===== src/hdl/cpu_ctrl_pkg.sv =====
//********************
// Shared types, state encodings and register codes of the control section
//********************

package cpu_ctrl_pkg;

	typedef logic [7:0] byte_t;
	typedef logic [2:0] reg_code_t;
	typedef logic [1:0] cycle_idx_t;	// 0 is the opcode fetch
	typedef logic [1:0] plan_len_t;	// Cycles after the fetch
	typedef logic [2:0] plan_kinds_t;	// Bit k set means cycle k+1 writes

	localparam reg_code_t reg_m = 3'd6;	// Memory through HL
	localparam reg_code_t reg_a = 3'd7;

	typedef enum logic [2:0] {
		t_idle,
		t1,
		t2,
		t3,
		t4
	} tstate_e;

	typedef enum logic [1:0] {
		mc_fetch,
		mc_read,
		mc_write,
		mc_halt
	} mcycle_e;

	typedef enum logic [3:0] {
		grp_nop,
		grp_mov_rr,
		grp_mov_rm,
		grp_mov_mr,
		grp_mvi,
		grp_lxi,
		grp_lda,
		grp_sta,
		grp_ldax,
		grp_stax,
		grp_xchg,
		grp_hlt
	} group_e;

	typedef enum logic [2:0] {
		as_pc,
		as_hl,
		as_bc,
		as_de,
		as_wz
	} addr_src_e;

endpackage


===== src/hdl/bus_ctrl.sv =====
//********************
// Memory bus strobes, status pins and address source
//********************
`timescale 1ns/1ps

module bus_ctrl (
	input cpu_ctrl_pkg::mcycle_e mcycle,
	input cpu_ctrl_pkg::tstate_e tstate,
	input cpu_ctrl_pkg::cycle_idx_t cycle_idx,
	input cpu_ctrl_pkg::group_e group,
	input cpu_ctrl_pkg::byte_t opcode,
	output logic ale,
	output logic rd_n,
	output logic wr_n,
	output logic s1,
	output logic s0,
	output cpu_ctrl_pkg::addr_src_e addr_src
);
	import cpu_ctrl_pkg::*;

	logic strobe_window;

	assign strobe_window = (tstate == t2) || (tstate == t3);

	assign ale = (tstate == t1);
	assign rd_n = ~(strobe_window && (mcycle == mc_fetch || mcycle == mc_read));
	assign wr_n = ~(strobe_window && mcycle == mc_write);

	always_comb begin
		if (tstate == t_idle) begin
			{s1, s0} = 2'b00;	// Reset or halt
		end else begin
			case (mcycle)
				mc_fetch: {s1, s0} = 2'b11;
				mc_read: {s1, s0} = 2'b10;
				mc_write: {s1, s0} = 2'b01;
				default: {s1, s0} = 2'b00;
			endcase
		end
	end

	always_comb begin
		addr_src = as_pc;	// Fetch and immediate bytes
		if (mcycle != mc_fetch) begin
			case (group)
				grp_mov_rm, grp_mov_mr: addr_src = as_hl;
				grp_ldax, grp_stax: addr_src = opcode[4] ? as_de : as_bc;
				grp_lda, grp_sta: addr_src = (cycle_idx == 2'd3) ? as_wz : as_pc;
				default: addr_src = as_pc;
			endcase
		end
	end

endmodule


===== src/hdl/cpu_ctrl_top.sv =====
//********************
// Control section top level
//********************
`timescale 1ns/1ps

module cpu_ctrl_top (
	input logic phi1,
	input logic reset,
	input cpu_ctrl_pkg::byte_t data_in,
	output logic ale,
	output logic rd_n,
	output logic wr_n,
	output logic s1,
	output logic s0,
	output logic halted,
	output cpu_ctrl_pkg::addr_src_e addr_src,
	output logic reg_rd,
	output logic reg_wr,
	output cpu_ctrl_pkg::reg_code_t rd_sel,
	output cpu_ctrl_pkg::reg_code_t wr_sel,
	output logic pc_inc,
	output logic wz_wr,
	output logic xchg
);
	import cpu_ctrl_pkg::*;

	group_e next_group;
	plan_len_t next_plan_len;
	plan_kinds_t next_plan_kinds;
	mcycle_e mcycle;
	tstate_e tstate;
	cycle_idx_t cycle_idx;
	group_e group;
	byte_t opcode;

	instr_decode instr_decode_inst (
		.data_in(data_in),
		.next_group(next_group),
		.next_plan_len(next_plan_len),
		.next_plan_kinds(next_plan_kinds)
	);

	cycle_sequencer cycle_sequencer_inst (
		.phi1(phi1),
		.reset(reset),
		.next_group(next_group),
		.next_plan_len(next_plan_len),
		.next_plan_kinds(next_plan_kinds),
		.data_in(data_in),
		.mcycle(mcycle),
		.tstate(tstate),
		.cycle_idx(cycle_idx),
		.group(group),
		.opcode(opcode),
		.halted(halted)
	);

	bus_ctrl bus_ctrl_inst (
		.mcycle(mcycle),
		.tstate(tstate),
		.cycle_idx(cycle_idx),
		.group(group),
		.opcode(opcode),
		.ale(ale),
		.rd_n(rd_n),
		.wr_n(wr_n),
		.s1(s1),
		.s0(s0),
		.addr_src(addr_src)
	);

	reg_ctrl reg_ctrl_inst (
		.mcycle(mcycle),
		.tstate(tstate),
		.cycle_idx(cycle_idx),
		.group(group),
		.opcode(opcode),
		.reg_rd(reg_rd),
		.reg_wr(reg_wr),
		.rd_sel(rd_sel),
		.wr_sel(wr_sel),
		.pc_inc(pc_inc),
		.wz_wr(wz_wr),
		.xchg(xchg)
	);

endmodule


===== src/hdl/cycle_sequencer.sv =====
//********************
// Machine-cycle and T-state sequencer with instruction latch
//********************
`timescale 1ns/1ps

module cycle_sequencer (
	input logic phi1,
	input logic reset,
	input cpu_ctrl_pkg::group_e next_group,
	input cpu_ctrl_pkg::plan_len_t next_plan_len,
	input cpu_ctrl_pkg::plan_kinds_t next_plan_kinds,
	input cpu_ctrl_pkg::byte_t data_in,
	output cpu_ctrl_pkg::mcycle_e mcycle,
	output cpu_ctrl_pkg::tstate_e tstate,
	output cpu_ctrl_pkg::cycle_idx_t cycle_idx,
	output cpu_ctrl_pkg::group_e group,
	output cpu_ctrl_pkg::byte_t opcode,
	output logic halted
);
	import cpu_ctrl_pkg::*;

	plan_len_t plan_len;
	plan_kinds_t plan_kinds;
	mcycle_e mcycle_nxt;
	tstate_e tstate_nxt;
	cycle_idx_t cycle_idx_nxt;
	logic fetch_t3;
	logic cycle_end;

	assign fetch_t3 = (mcycle == mc_fetch) && (tstate == t3);
	assign halted = (mcycle == mc_halt);

	// Opcode arrives in the last cycle of the read window
	always_ff @(posedge phi1) begin
		if (fetch_t3) begin
			opcode <= data_in;
		end
	end

	always_ff @(posedge phi1) begin
		if (reset) begin
			group <= grp_nop;
			plan_len <= '0;
			plan_kinds <= '0;
		end else if (fetch_t3) begin
			group <= next_group;
			plan_len <= next_plan_len;
			plan_kinds <= next_plan_kinds;
		end
	end

	always_comb begin
		mcycle_nxt = mcycle;
		cycle_idx_nxt = cycle_idx;
		case (tstate)
			t_idle: tstate_nxt = (mcycle == mc_halt) ? t_idle : t1;
			t1: tstate_nxt = t2;
			t2: tstate_nxt = t3;
			t3: tstate_nxt = (mcycle == mc_fetch) ? t4 : t1;
			t4: tstate_nxt = (group == grp_hlt) ? t_idle : t1;
			default: tstate_nxt = t_idle;
		endcase

		cycle_end = (tstate_nxt == t1) && (tstate != t_idle);
		if (tstate == t4 && group == grp_hlt) begin
			mcycle_nxt = mc_halt;	// Only reset leaves this
		end else if (cycle_end) begin
			if (cycle_idx == plan_len) begin
				mcycle_nxt = mc_fetch;
				cycle_idx_nxt = '0;
			end else begin
				mcycle_nxt = plan_kinds[cycle_idx] ? mc_write : mc_read;
				cycle_idx_nxt = cycle_idx + 2'd1;
			end
		end
	end

	always_ff @(posedge phi1) begin
		if (reset) begin
			mcycle <= mc_fetch;
			tstate <= t_idle;
			cycle_idx <= '0;
		end else begin
			mcycle <= mcycle_nxt;
			tstate <= tstate_nxt;
			cycle_idx <= cycle_idx_nxt;
		end
	end

endmodule


===== src/hdl/instr_decode.sv =====
//********************
// Opcode decoder and machine-cycle plan table
//********************
`timescale 1ns/1ps

module instr_decode (
	input cpu_ctrl_pkg::byte_t data_in,
	output cpu_ctrl_pkg::group_e next_group,
	output cpu_ctrl_pkg::plan_len_t next_plan_len,
	output cpu_ctrl_pkg::plan_kinds_t next_plan_kinds
);
	import cpu_ctrl_pkg::*;

	reg_code_t dst_code;
	reg_code_t src_code;
	logic [1:0] rp_code;

	assign dst_code = data_in[5:3];
	assign src_code = data_in[2:0];
	assign rp_code = data_in[5:4];

	always_comb begin
		next_group = grp_nop;	// Unknown opcodes fetch and move on
		if (data_in == 8'h76) begin
			next_group = grp_hlt;	// Would be MOV M,M
		end else if (data_in[7:6] == 2'b01) begin
			if (dst_code == reg_m) begin
				next_group = grp_mov_mr;
			end else if (src_code == reg_m) begin
				next_group = grp_mov_rm;
			end else begin
				next_group = grp_mov_rr;
			end
		end else if (data_in == 8'heb) begin
			next_group = grp_xchg;
		end else if (data_in == 8'h3a) begin
			next_group = grp_lda;
		end else if (data_in == 8'h32) begin
			next_group = grp_sta;
		end else if (data_in[7:6] == 2'b00) begin
			if (src_code == 3'b110 && dst_code != reg_m) begin
				next_group = grp_mvi;
			end else if (data_in[3:0] == 4'b0001 && rp_code != 2'b11) begin
				next_group = grp_lxi;	// BC, DE, HL only
			end else if (data_in[5] == 1'b0 && data_in[3:0] == 4'b1010) begin
				next_group = grp_ldax;
			end else if (data_in[5] == 1'b0 && data_in[3:0] == 4'b0010) begin
				next_group = grp_stax;
			end
		end
	end

	// Cycles following the fetch
	always_comb begin
		case (next_group)
			grp_mvi, grp_mov_rm, grp_ldax: begin
				next_plan_len = 2'd1;
				next_plan_kinds = 3'b000;
			end
			grp_mov_mr, grp_stax: begin
				next_plan_len = 2'd1;
				next_plan_kinds = 3'b001;
			end
			grp_lxi: begin
				next_plan_len = 2'd2;
				next_plan_kinds = 3'b000;
			end
			grp_lda: begin
				next_plan_len = 2'd3;
				next_plan_kinds = 3'b000;
			end
			grp_sta: begin
				next_plan_len = 2'd3;
				next_plan_kinds = 3'b100;	// Address low, address high, then store
			end
			default: begin
				next_plan_len = 2'd0;
				next_plan_kinds = 3'b000;
			end
		endcase
	end

endmodule


===== src/hdl/reg_ctrl.sv =====
//********************
// Register-file, WZ, program counter and exchange strobes
//********************
`timescale 1ns/1ps

module reg_ctrl (
	input cpu_ctrl_pkg::mcycle_e mcycle,
	input cpu_ctrl_pkg::tstate_e tstate,
	input cpu_ctrl_pkg::cycle_idx_t cycle_idx,
	input cpu_ctrl_pkg::group_e group,
	input cpu_ctrl_pkg::byte_t opcode,
	output logic reg_rd,
	output logic reg_wr,
	output cpu_ctrl_pkg::reg_code_t rd_sel,
	output cpu_ctrl_pkg::reg_code_t wr_sel,
	output logic pc_inc,
	output logic wz_wr,
	output logic xchg
);
	import cpu_ctrl_pkg::*;

	logic fetch_t4;
	logic read_t3;
	logic write_t2;
	logic direct_addr;
	logic pc_cycle;

	assign fetch_t4 = (mcycle == mc_fetch) && (tstate == t4);
	assign read_t3 = (mcycle == mc_read) && (tstate == t3);
	assign write_t2 = (mcycle == mc_write) && (tstate == t2);

	// LDA/STA address bytes, not the final WZ cycle
	assign direct_addr = (group == grp_lda || group == grp_sta) && (cycle_idx != 2'd3);

	// Same source rule as the bus side
	assign pc_cycle = (mcycle == mc_fetch) ||
		(mcycle == mc_read && (group == grp_mvi || group == grp_lxi || direct_addr));
	assign pc_inc = pc_cycle && (tstate == t3);

	assign reg_rd = (fetch_t4 && group == grp_mov_rr) ||
		(write_t2 && (group == grp_mov_mr || group == grp_sta || group == grp_stax));

	assign reg_wr = (fetch_t4 && group == grp_mov_rr) ||
		(read_t3 && (group == grp_mvi || group == grp_mov_rm || group == grp_lxi)) ||
		(read_t3 && group == grp_ldax) ||
		(read_t3 && group == grp_lda && cycle_idx == 2'd3);

	assign wz_wr = read_t3 && direct_addr;
	assign xchg = fetch_t4 && (group == grp_xchg);

	always_comb begin
		case (group)
			grp_mov_rr, grp_mov_mr: rd_sel = opcode[2:0];	// SSS
			default: rd_sel = reg_a;
		endcase
	end

	always_comb begin
		case (group)
			grp_mov_rr, grp_mov_rm, grp_mvi: wr_sel = opcode[5:3];	// DDD
			grp_lxi: wr_sel = {opcode[5:4], (cycle_idx == 2'd1)};	// Low byte first
			default: wr_sel = reg_a;
		endcase
	end

endmodule


===== config.mk =====
export PLATFORM = sky130hd
export DESIGN_NAME = cpu_ctrl_top
export DESIGN_NICKNAME = d
export VERILOG_FILES = /design/src/hdl/cpu_ctrl_pkg.sv /design/src/hdl/bus_ctrl.sv /design/src/hdl/cpu_ctrl_top.sv /design/src/hdl/cycle_sequencer.sv /design/src/hdl/instr_decode.sv /design/src/hdl/reg_ctrl.sv
export SDC_FILE = /design/constraint.sdc
export NUM_CORES = 1
export LEC_CHECK = 0
export ABC_CLOCK_PERIOD_IN_PS = 1900
export BUFFER_PORTS_ARGS = -buffer_cell sky130_fd_sc_hd__buf_2
export CAP_MARGIN = 20
export CORE_MARGIN = 8
export CORE_UTILIZATION = 46
export CTS_CLUSTER_DIAMETER = 80
export DETAILED_ROUTE_END_ITERATION = 16
export GPL_TIMING_DRIVEN = 0
export HOLD_SLACK_MARGIN = 0.12
export PLACE_DENSITY = 0.68
export SETUP_SLACK_MARGIN = 0.4
export SLEW_MARGIN = 5
export SYNTH_ARGS = -nofsm -noshare
export SYNTH_HDL_FRONTEND = slang
export SYNTH_HIERARCHICAL = 1
export SYNTH_SLANG_ARGS = --single-unit

===== constraint.sdc =====
create_clock -name phi1 -period 1.9 [get_ports phi1]
set_input_delay 0.38 -clock phi1 [delete_from_list [all_inputs] [get_ports phi1]]
set_output_delay 0.38 -clock phi1 [all_outputs]
set_load 0.005 [all_outputs]

* Word level (Yosys, flattened, before mapping)
Memories as Yosys holds them, arrays and structs flattened. A register that Yosys moved wholly into a read port is not among the register bits.
Index checks and enable logic that the tools add are counted.
** Storage, ports and cells
- Word-level logic and storage cells :: 132
- Register bits :: 20
- Memories :: 1
- Bits of input ports :: 10
- Output and inout bits :: 20
- Bits in read-only memories :: 64
** Cells by class
- Add/sub/neg operators :: 1
- Mux-type cells :: 33
- $lt $le $gt $ge :: 1
- Eq/ne operators :: 35
- Bitwise operators :: 4
- Reductions and logical operators :: 51
** Memories
- (name not given) :: words 16, width 4, rd ports 1, clocked after memory_dff 1, wr ports 0, RTL line instr_decode.sv:55 : case (next_group)
** Operators by type and width (number)
- 4-bit 2-to-1 mux :: 11
- 1-bit logical AND :: 23
- 4-bit == test, second input constant :: 5
- 4-bit by 3-bit == test with 1-bit output, second input constant :: 4
- 8-bit by 6-bit == test with 1-bit output, second input constant :: 2
- 3-bit one-hot mux with 5 select lines :: 1
- 1-bit logical OR :: 14
- 4-bit by 2-bit == test with 1-bit output, second input constant :: 3
- 2-bit 2-to-1 mux :: 6
- 3-bit 2-to-1 mux :: 4
- 2-bit OR reduction :: 6
- 3-bit == test, second input constant :: 3
- 3-bit one-hot mux with 3 select lines :: 1
- 4-bit by 1-bit == test with 1-bit output, second input constant :: 2
- 8-bit by 7-bit == test with 1-bit output, second input constant :: 1
- 8-bit == test, second input constant :: 1
- 1-bit 2-to-1 mux :: 8
- 2-bit by 1-bit == test with 1-bit output, second input constant :: 3
- 2-bit == test, second input constant :: 3
- 3-bit by 1-bit == test with 1-bit output, second input constant :: 2
- 3-bit by 2-bit == test with 1-bit output, second input constant :: 2
- 3-bit one-hot mux with 2 select lines :: 1
- 2-bit logical NOT :: 2
- 2-bit inequality test, second input constant :: 2
- other kinds (11) :: 15

* Depth between registers and ports, before layout
Gate-level depths: netlist of the first run.
- Depth in word-level cells :: 12
- Gate-level depth with buffers :: 9
- Mapped depth without buffers :: 8

* Hierarchy
The synthesis of the first run kept the hierarchy.
** Modules (own cells, without submodules)
- cycle_sequencer :: seq. area each 560.5 um^2, cells each 83, area an instance 938.4 um^2, times used 1
- reg_ctrl :: seq. area each 0.0 um^2, cells each 43, area an instance 272.8 um^2, times used 1
- instr_decode :: seq. area each 0.0 um^2, cells each 38, area an instance 262.8 um^2, times used 1
- bus_ctrl :: seq. area each 0.0 um^2, cells each 13, area an instance 105.1 um^2, times used 1

* Worst setup path before layout of the first run
OpenSTA, ideal clock, no wires.
- Path type :: input -> register
- Start :: in data_in[2]
- End :: reg cycle_sequencer_inst.plan_kinds[0]
- Stages :: 8
- Required time :: 1.835 ns
- Library setup time :: 0.065 ns
- Path slack :: 0.161 ns
- Arrival time :: 1.674 ns
- Cell sequence :: buf_6 and4bb_1 nand4_1 a221oi_2 nand3b_2 a211oi_2 mux2i_1 nor2_1
** RTL lines
- start: declaration :: RTL line cpu_ctrl_top.sv:9 : input cpu_ctrl_pkg::byte_t data_in,
- 4-bit == test :: RTL line instr_decode.sv:45 : end else if (data_in[5] == 1'b0 && data_in[3:0] == 4'b1010) begin
- 1-bit logical AND :: RTL line instr_decode.sv:45
- 4-bit 2-to-1 mux :: RTL line instr_decode.sv:45
- 4-bit 2-to-1 mux :: RTL line instr_decode.sv:43 : end else if (data_in[3:0] == 4'b0001 && rp_code != 2'b11) begin
- 4-bit 2-to-1 mux :: RTL line instr_decode.sv:41 : if (src_code == 3'b110 && dst_code != reg_m) begin
- 4-bit 2-to-1 mux :: RTL line instr_decode.sv:40 : end else if (data_in[7:6] == 2'b00) begin
- 4-bit 2-to-1 mux :: RTL line instr_decode.sv:38 : end else if (data_in == 8'h32) begin
- 4-bit 2-to-1 mux :: RTL line instr_decode.sv:36 : end else if (data_in == 8'h3a) begin
- 4-bit 2-to-1 mux :: RTL line instr_decode.sv:34 : end else if (data_in == 8'heb) begin
- 4-bit 2-to-1 mux :: RTL line instr_decode.sv:26 : end else if (data_in[7:6] == 2'b01) begin
- 4-bit 2-to-1 mux * :: RTL line instr_decode.sv:24 : if (data_in == 8'h76) begin
- named net next_group[1] :: RTL line cpu_ctrl_top.sv:27 : group_e next_group;
- end: declaration :: RTL line cycle_sequencer.sv:23 : plan_kinds_t plan_kinds;
The timed path passes the listed nets; every way through them passes the cells marked *.
A chain may end at the register's enable or synchronous reset.

* Worst setup path after layout of the first run
- Start :: reg cycle_sequencer_inst.group[3]
- End :: out reg_wr
** Between the ends
- Longest elaborated chain between the ends :: 7
** Ends and longest elaborated chain
- start: declaration :: RTL line cycle_sequencer.sv:16 : output cpu_ctrl_pkg::group_e group,
- start signal: assignment :: RTL line cycle_sequencer.sv:42 : group <= grp_nop;
- start signal: assignment :: RTL line cycle_sequencer.sv:46 : group <= next_group;
- 4-bit by 3-bit == test with 1-bit output / 4-bit by 2-bit == test with 1-bit output (equally long branches) :: RTL line reg_ctrl.sv:44 : (read_t3 && (group == grp_mvi || group == grp_mov_rm || group == grp_lxi)) ||
- 1-bit logical OR (2 in series) :: RTL line reg_ctrl.sv:44
- 1-bit logical AND :: RTL line reg_ctrl.sv:44
- 1-bit logical OR :: RTL line reg_ctrl.sv:43 : assign reg_wr = (fetch_t4 && group == grp_mov_rr) ||
- 1-bit logical OR :: RTL line reg_ctrl.sv:44
- 1-bit logical OR * :: RTL line reg_ctrl.sv:45 : (read_t3 && group == grp_ldax) ||
- end: declaration :: RTL line cpu_ctrl_top.sv:18 : output logic reg_wr,
Every way passes the cells marked *; elsewhere a longest branch is shown, timed or not.

==> results of run 1 <==
[critical path: stages (launching register included)]
cell,delay (ns)
sky130_fd_sc_hd__dfxtp_4,0.48
sky130_fd_sc_hd__or4b_4,0.49
sky130_fd_sc_hd__o21ai_2,0.07
sky130_fd_sc_hd__a31oi_1,0.06
sky130_fd_sc_hd__o21ai_1,0.12
sky130_fd_sc_hd__buf_2,0.13
[per-layer routing]
layer | vias to the layer above | routed length (um) | track usage [%]
met1 | 758 | 1820 | 16.3
met5 | - | 0 | 0
met4 | 0 | 52 | 4.66
met3 | 6 | 147 | 1.77
li1 | 758 | - | -
met2 | 36 | 2240 | 24.3
[flip-flops by register name, summed over array words and instances (netlist names)]
name	cells
cycle_sequencer_inst/cycle_idx	2
cycle_sequencer_inst/group	4
cycle_sequencer_inst/mcycle	2
cycle_sequencer_inst/opcode	6
cycle_sequencer_inst/plan_kinds	3
cycle_sequencer_inst/plan_len	2
cycle_sequencer_inst/tstate	3
[cell type report]
| cell class | instances | area [um2] |
|---|---|---|
| well taps | 46 | 57.6 |
| inverters | 10 | 50.0 |
| flip-flops and latches | 22 | 536 |
| clock buffers | 3 | 22.5 |
| repair buffers | 53 | 403 |
| plain buffers | 7 | 72.6 |
| multi-input cells | 136 | 1090 |
| fillers | 252 | 1020 |
| clock inverters | 1 | 3.75 |
[worst min-delay path by stage]
| stage | start | slack (ns) | end | cells after the start |
|---|---|---|---|---|
| 5_1_grt | data_in[2] | 0.23 | cycle_sequencer_inst/opcode[2] | 1 |
| 2_1_floorplan | cycle_sequencer_inst/plan_kinds[0] | 0.46 | cycle_sequencer_inst/plan_kinds[0] | 2 |
| 4_1_cts | data_in[3] | 0.28 | cycle_sequencer_inst/opcode[3] | 1 |
| 6_report | data_in[2] | 0.25 | cycle_sequencer_inst/opcode[2] | 1 |
| 3_5_place_dp | cycle_sequencer_inst/plan_kinds[0] | 0.49 | cycle_sequencer_inst/plan_kinds[0] | 2 |
| 3_3_place_gp | cycle_sequencer_inst/plan_kinds[1] | 0.48 | cycle_sequencer_inst/plan_kinds[1] | 2 |
[per-stage QoR]
step / cells / TNS [ns]
finish: 278 / -0.393
global route: 278 / -0.945
floorplan: 175 / 0
detailed placement: 249 / -0.00836
global placement: 249 / -0.0558
CTS: 268 / -0.285
[power by group]
| group | leakage, nW | switching, mW | total (mW) | internal, mW |
|---|---|---|---|---|
| registers | 0.191 | 0.0250 | 0.515 | 0.490 |
| clock network | 0.0154 | 0.138 | 0.214 | 0.0766 |
| logic | 0.686 | 0.116 | 0.244 | 0.128 |
| total | 0.893 | 0.279 | 0.973 | 0.694 |
[timing repair]
| item | 4_1_cts | 5_1_grt |
|---|---|---|
| pin swaps | 9 | 15 |
| setup buffers | 14 | 10 |
| gates resized for setup | 33 | 27 |
| endpoints found under the setup margin | 34 | 39 |
| cloned | 1 | 0 |
==> results.toml, run 1 <==
[final_layout]
final_area_mm2 = 0.00223
layout.core_utilization_pct = 68.5
synthToLayoutAreaGrowth_pct = 47.0
final_nets = 243
final_cell_mix = "sky130_fd_sc_hd__buf_2 (27), sky130_fd_sc_hd__nor2_1 (24), sky130_fd_sc_hd__buf_6 (16), sky130_fd_sc_hd__buf_4 (12), sky130_fd_sc_hd__mux2i_1 (10)"
post_route_cells_drive_above_1_share_pct = 47.0
most_common_cell_after_layout_fill_and_taps_aside = "sky130_fd_sc_hd__buf_2"
antenna_diode_count = 0

[setup_path]
worst_r2r_startpoint = "cycle_sequencer_inst/group[2]"
reg2regPathDepth = 7
setup.worst_path.end = "reg_wr"
regToRegEndpoint = "cycle_sequencer_inst/cycle_idx[1]"
timing.critical_path.to_type = "output port"
cp_data_arrival_time_ns = 1.66
criticalPathCategory = "reg2out"
r2r_slack_ns = 0.21
setup.worst_path.start = "cycle_sequencer_inst/group[3]"
critPathLaunchType = "flop"
cp_max_fo = 14
cp_data_required_time_ns = 1.52

[run_status]
failed_checks = "negative setup slack"
run_status = "finished with violations"

[timing]
postLayoutSetupSlackWorst_ns = -0.138
final.period_utilization_pct = 107
fin_worst_hold_slack_ns = 0.247
finalHoldViolCount = 0
setup_repair_after_global_routing_missed_its_margin = "yes"
finalMaxSlewViolations = 0
max_slew.worst_pin.slew_ns = 0.556
worst_slew_margin_rel_pct = 62.6
setup_viol = 5
highest_clock_frequency_the_design_can_meet_mhz = 491
fin_worst_skew_ns = 0.00599
fin_crit_ns = 2.04

[clocking]
post_cts_hold_buffer_count = 0
cts-buffers-inserted = 3
tritoncts_clock_tree = "yes"
cts.sink_count = 22
clock-root-buffer = "sky130_fd_sc_hd__clkbuf_4"
max-clock-path-buffers = 2
cts_htree_levels = 1
clock_insertion_delay_worst_skew_ns = 0.30
path_clk_slew_ns = 0.12

[floorplan]
dieHeight_um = 73.5
fp.dieW_um = 73.5
pin_count = 30
core-area_mm2 = 0.00326
die_area_mm2 = 0.00540
rows = 21
start_util_pct = 46.6

[global_route]
grt_start_max_net_pins = 15
grt-ovfl-total = 0
grt_pass1_vias = 1388
first_pass_grt_wire_length_mm = 6.01
grt_antenna_before_repair = 0
global_route.usage.total_pct = 13.7

[route]
initialDrtViolationCount = 76
drt-pass1-iter-count = 5
remaining_drc_errors = 0
detail_route.wirelength_mm = 4.26
viasPerCell = 5.60
detail_route.wl_per_cell_um = 15.3
ant_nets = 0
dr_total_vias = 1558

[synth]
syn_inst_count = 175
mappedNetlistNets = 185
yosysWarnings = 6
synthesis.area_per_instance_um2 = 8.68
synth_area_mm2 = 0.00152

[power_and_ir_drop]
power.ir.vdd_worst_v = 0.000315
totalPowerFinal_mw = 0.973
power-per-cell-area_mw_per_mm2 = 436
total_leakage_power_nw = 0.893

[placed_design]
placed_cell_area_mm2 = 0.00175
dp_hpwl_mm = 2.49
routability_congestion_estimate_from_global_placement = 0.830
dpl_worst_slack_ns = -0.00836
place.port_buffers = 28

[flow_run]
maxCapViolations = 0

[hold_path]
worstHoldPathType = "in2reg"
No activity file was read; power rests on OpenSTA's default activity.
==> run 2, diff against run 1 <==
Settings changed: ABC_AREA set to 1, PLACE_DENSITY 0.68 to 0.67.
==> run 2 against run 1 <==
Effect of this change: sequential power is 14% higher; setup slack better by 0.39 ns; fmax is 23% higher; sequential cell count is the same; highest routed layer unchanged; clock skew shrank 0.0026 ns; synthesized area increased by 14%; critical path type unchanged; the run now ends clean; routed wire length up 1.4%; critical path depth grew 1; largest power group unchanged; synthesized cell count up 58%; total power up 43%; via count increased by 18%; core utilization fell by 7.9 points.
==> results.toml, run 2 <==
[clocking]
tritoncts_clock_tree = "yes"
cts_htree_levels = 1
cts-buffers-inserted = 3
post_cts_hold_buffer_count = 0
path_clk_slew_ns = 0.07
clock_insertion_delay_worst_skew_ns = 0.26
cts.sink_count = 22
max-clock-path-buffers = 2
clock-root-buffer = "sky130_fd_sc_hd__clkbuf_8"

[route]
detail_route.wirelength_mm = 4.32
ant_nets = 0
dr_total_vias = 1833
drt-pass1-iter-count = 4
detail_route.wl_per_cell_um = 11.5
viasPerCell = 4.89
remaining_drc_errors = 0
initialDrtViolationCount = 100

[power_and_ir_drop]
total_leakage_power_nw = 1.09
power.sequential.fraction_pct = 42.2
power.ir.vdd_worst_v = 0.000324
power.share.combinational_pct = 37.4
p_sw_share_pct = 35.6
cell_internal_pwr_mw = 0.894
p_switching_mw = 0.494
power-per-cell-area_mw_per_mm2 = 630
clkPwrFrac_pct = 20.4

[synth]
yosysWarnings = 6
synth_area_mm2 = 0.00173
mappedNetlistNets = 287
syn_inst_count = 277
synthesis.area_per_instance_um2 = 6.25

[timing]
totalNegativeSetupSlack_ns = 0
setup_viol = 0
postLayoutSetupSlackWorst_ns = 0.249
fin_worst_skew_ns = 0.00339
setup_repair_after_global_routing_missed_its_margin = "yes"
finalMaxSlewViolations = 0
highest_clock_frequency_the_design_can_meet_mhz = 606
final.period_utilization_pct = 86.9
fin_worst_hold_slack_ns = 0.338
finalHoldViolCount = 0
fin_crit_ns = 1.65

[final_layout]
most_common_cell_after_layout_fill_and_taps_aside = "sky130_fd_sc_hd__nand2_1"
top_register = "cycle_sequencer_inst/opcode"
post_route_cells_drive_above_1_share_pct = 36.4
synthToLayoutAreaGrowth_pct = 27.2
final_area_mm2 = 0.00220
antenna_diode_count = 0
reg_top3 = "cycle_sequencer_inst/opcode: 6 flops, cycle_sequencer_inst/group: 4 flops"
final_cell_mix = "sky130_fd_sc_hd__nand2_1 (69), sky130_fd_sc_hd__inv_1 (38), sky130_fd_sc_hd__nor2_1 (31), sky130_fd_sc_hd__buf_2 (29), sky130_fd_sc_hd__nand3_1 (21)"
largest_register_ffs = 6
final_nets = 338

[global_route]
grt-ovfl-total = 0
first_pass_grt_wire_length_mm = 7.29
grt_antenna_before_repair = 0
grt_pass1_vias = 1714
grt_start_max_net_pins = 13
global_route.usage.total_pct = 14.3

[setup_path]
cp_max_fo = 7
cp_data_required_time_ns = 1.52
critPathLaunchType = "flop"
cp_data_arrival_time_ns = 1.27
timing.critical_path.to_type = "output port"
criticalPathCategory = "reg2out"

[floorplan]
rows = 22
start_util_pct = 47.7
die_area_mm2 = 0.00598
dieHeight_um = 77.4
core-area_mm2 = 0.00363
pin_count = 30
fp.dieW_um = 77.4

[run_status]
run_status = "completed"

[placed_design]
routability_congestion_estimate_from_global_placement = 0.829
placed_cell_area_mm2 = 0.00194
dp_hpwl_mm = 2.99
place.port_buffers = 29
dpl_worst_slack_ns = 0.198

[flow_run]
maxCapViolations = 0

[hold_path]
worstHoldPathType = "in2reg"
-- run 2: final cells by class --
type                       instances  area [um2]
fill                             358        1430
inverter                          52         203
tap                               48        60.1
multi-input combinational        200        1050
clock inverter                     1        3.75
sequential                        22         539
clock buffer                       3        41.3
timing repair buffer              46         284
buffer                             3        23.8
-- run 2: repair_timing --
| item | CTS | global route |
|---|---|---|
| pin swaps | 2 | 7 |
| buffers inserted | 15 | 2 |
| resized for setup | 30 | 11 |
| setup endpoints to repair | 18 | 17 |
-- run 2: worst max-delay path, cell delays in order, from the launching register on --
cell and delay [ns]:
sky130_fd_sc_hd__dfxtp_4 0.38, sky130_fd_sc_hd__inv_1 0.06, sky130_fd_sc_hd__nand3_1 0.11, sky130_fd_sc_hd__nor2_2 0.16
sky130_fd_sc_hd__nand3_1 0.11, sky130_fd_sc_hd__nand4_1 0.09, sky130_fd_sc_hd__buf_2 0.11
-- run 2: worst paths after layout --
path,slack [ns],startpoint,depth (start not counted),to
worst min-delay path,0.34,reset,2,cycle_sequencer_inst/tstate[2]
worst max register to register,0.64,cycle_sequencer_inst/tstate[1],5,cycle_sequencer_inst/opcode[4]
worst min register to register,0.45,cycle_sequencer_inst/plan_kinds[0],2,cycle_sequencer_inst/plan_kinds[0]
worst max-delay path,0.25,cycle_sequencer_inst/tstate[2],6,reg_wr
-- run 2: power by group through the flow --
stage               registers [mW]  logic (mW)  clock network (mW)
finish                       0.586       0.519               0.283
global route                 0.595       0.588               0.317
CTS                          0.580       0.489               0.296
detailed placement           0.612       0.402                   0
global placement             0.609       0.397                   0
floorplan                    0.594       0.292                   0
-- run 2: through the flow --
step           instances  power [mW]  utilization [%]
4_1_cts              373        1.37             59.2
5_1_grt              375        1.50             60.6
3_3_place_gp         354        1.01             53.3
2_1_floorplan        277       0.886                -
6_report             375        1.39             60.6
3_5_place_dp         354        1.01             53.3
-- run 2: layer usage --
layer | part of all wire [%] | vias to the layer above | global-route usage (%) | wire (um)
met5 | 0 | - | 0 | 0
met4 | 0.79 | 0 | 5.66 | 34
met3 | 5.1 | 2 | 2.53 | 218
met2 | 49 | 41 | 25.3 | 2130
met1 | 45 | 813 | 16.7 | 1930
li1 | - | 977 | - | -
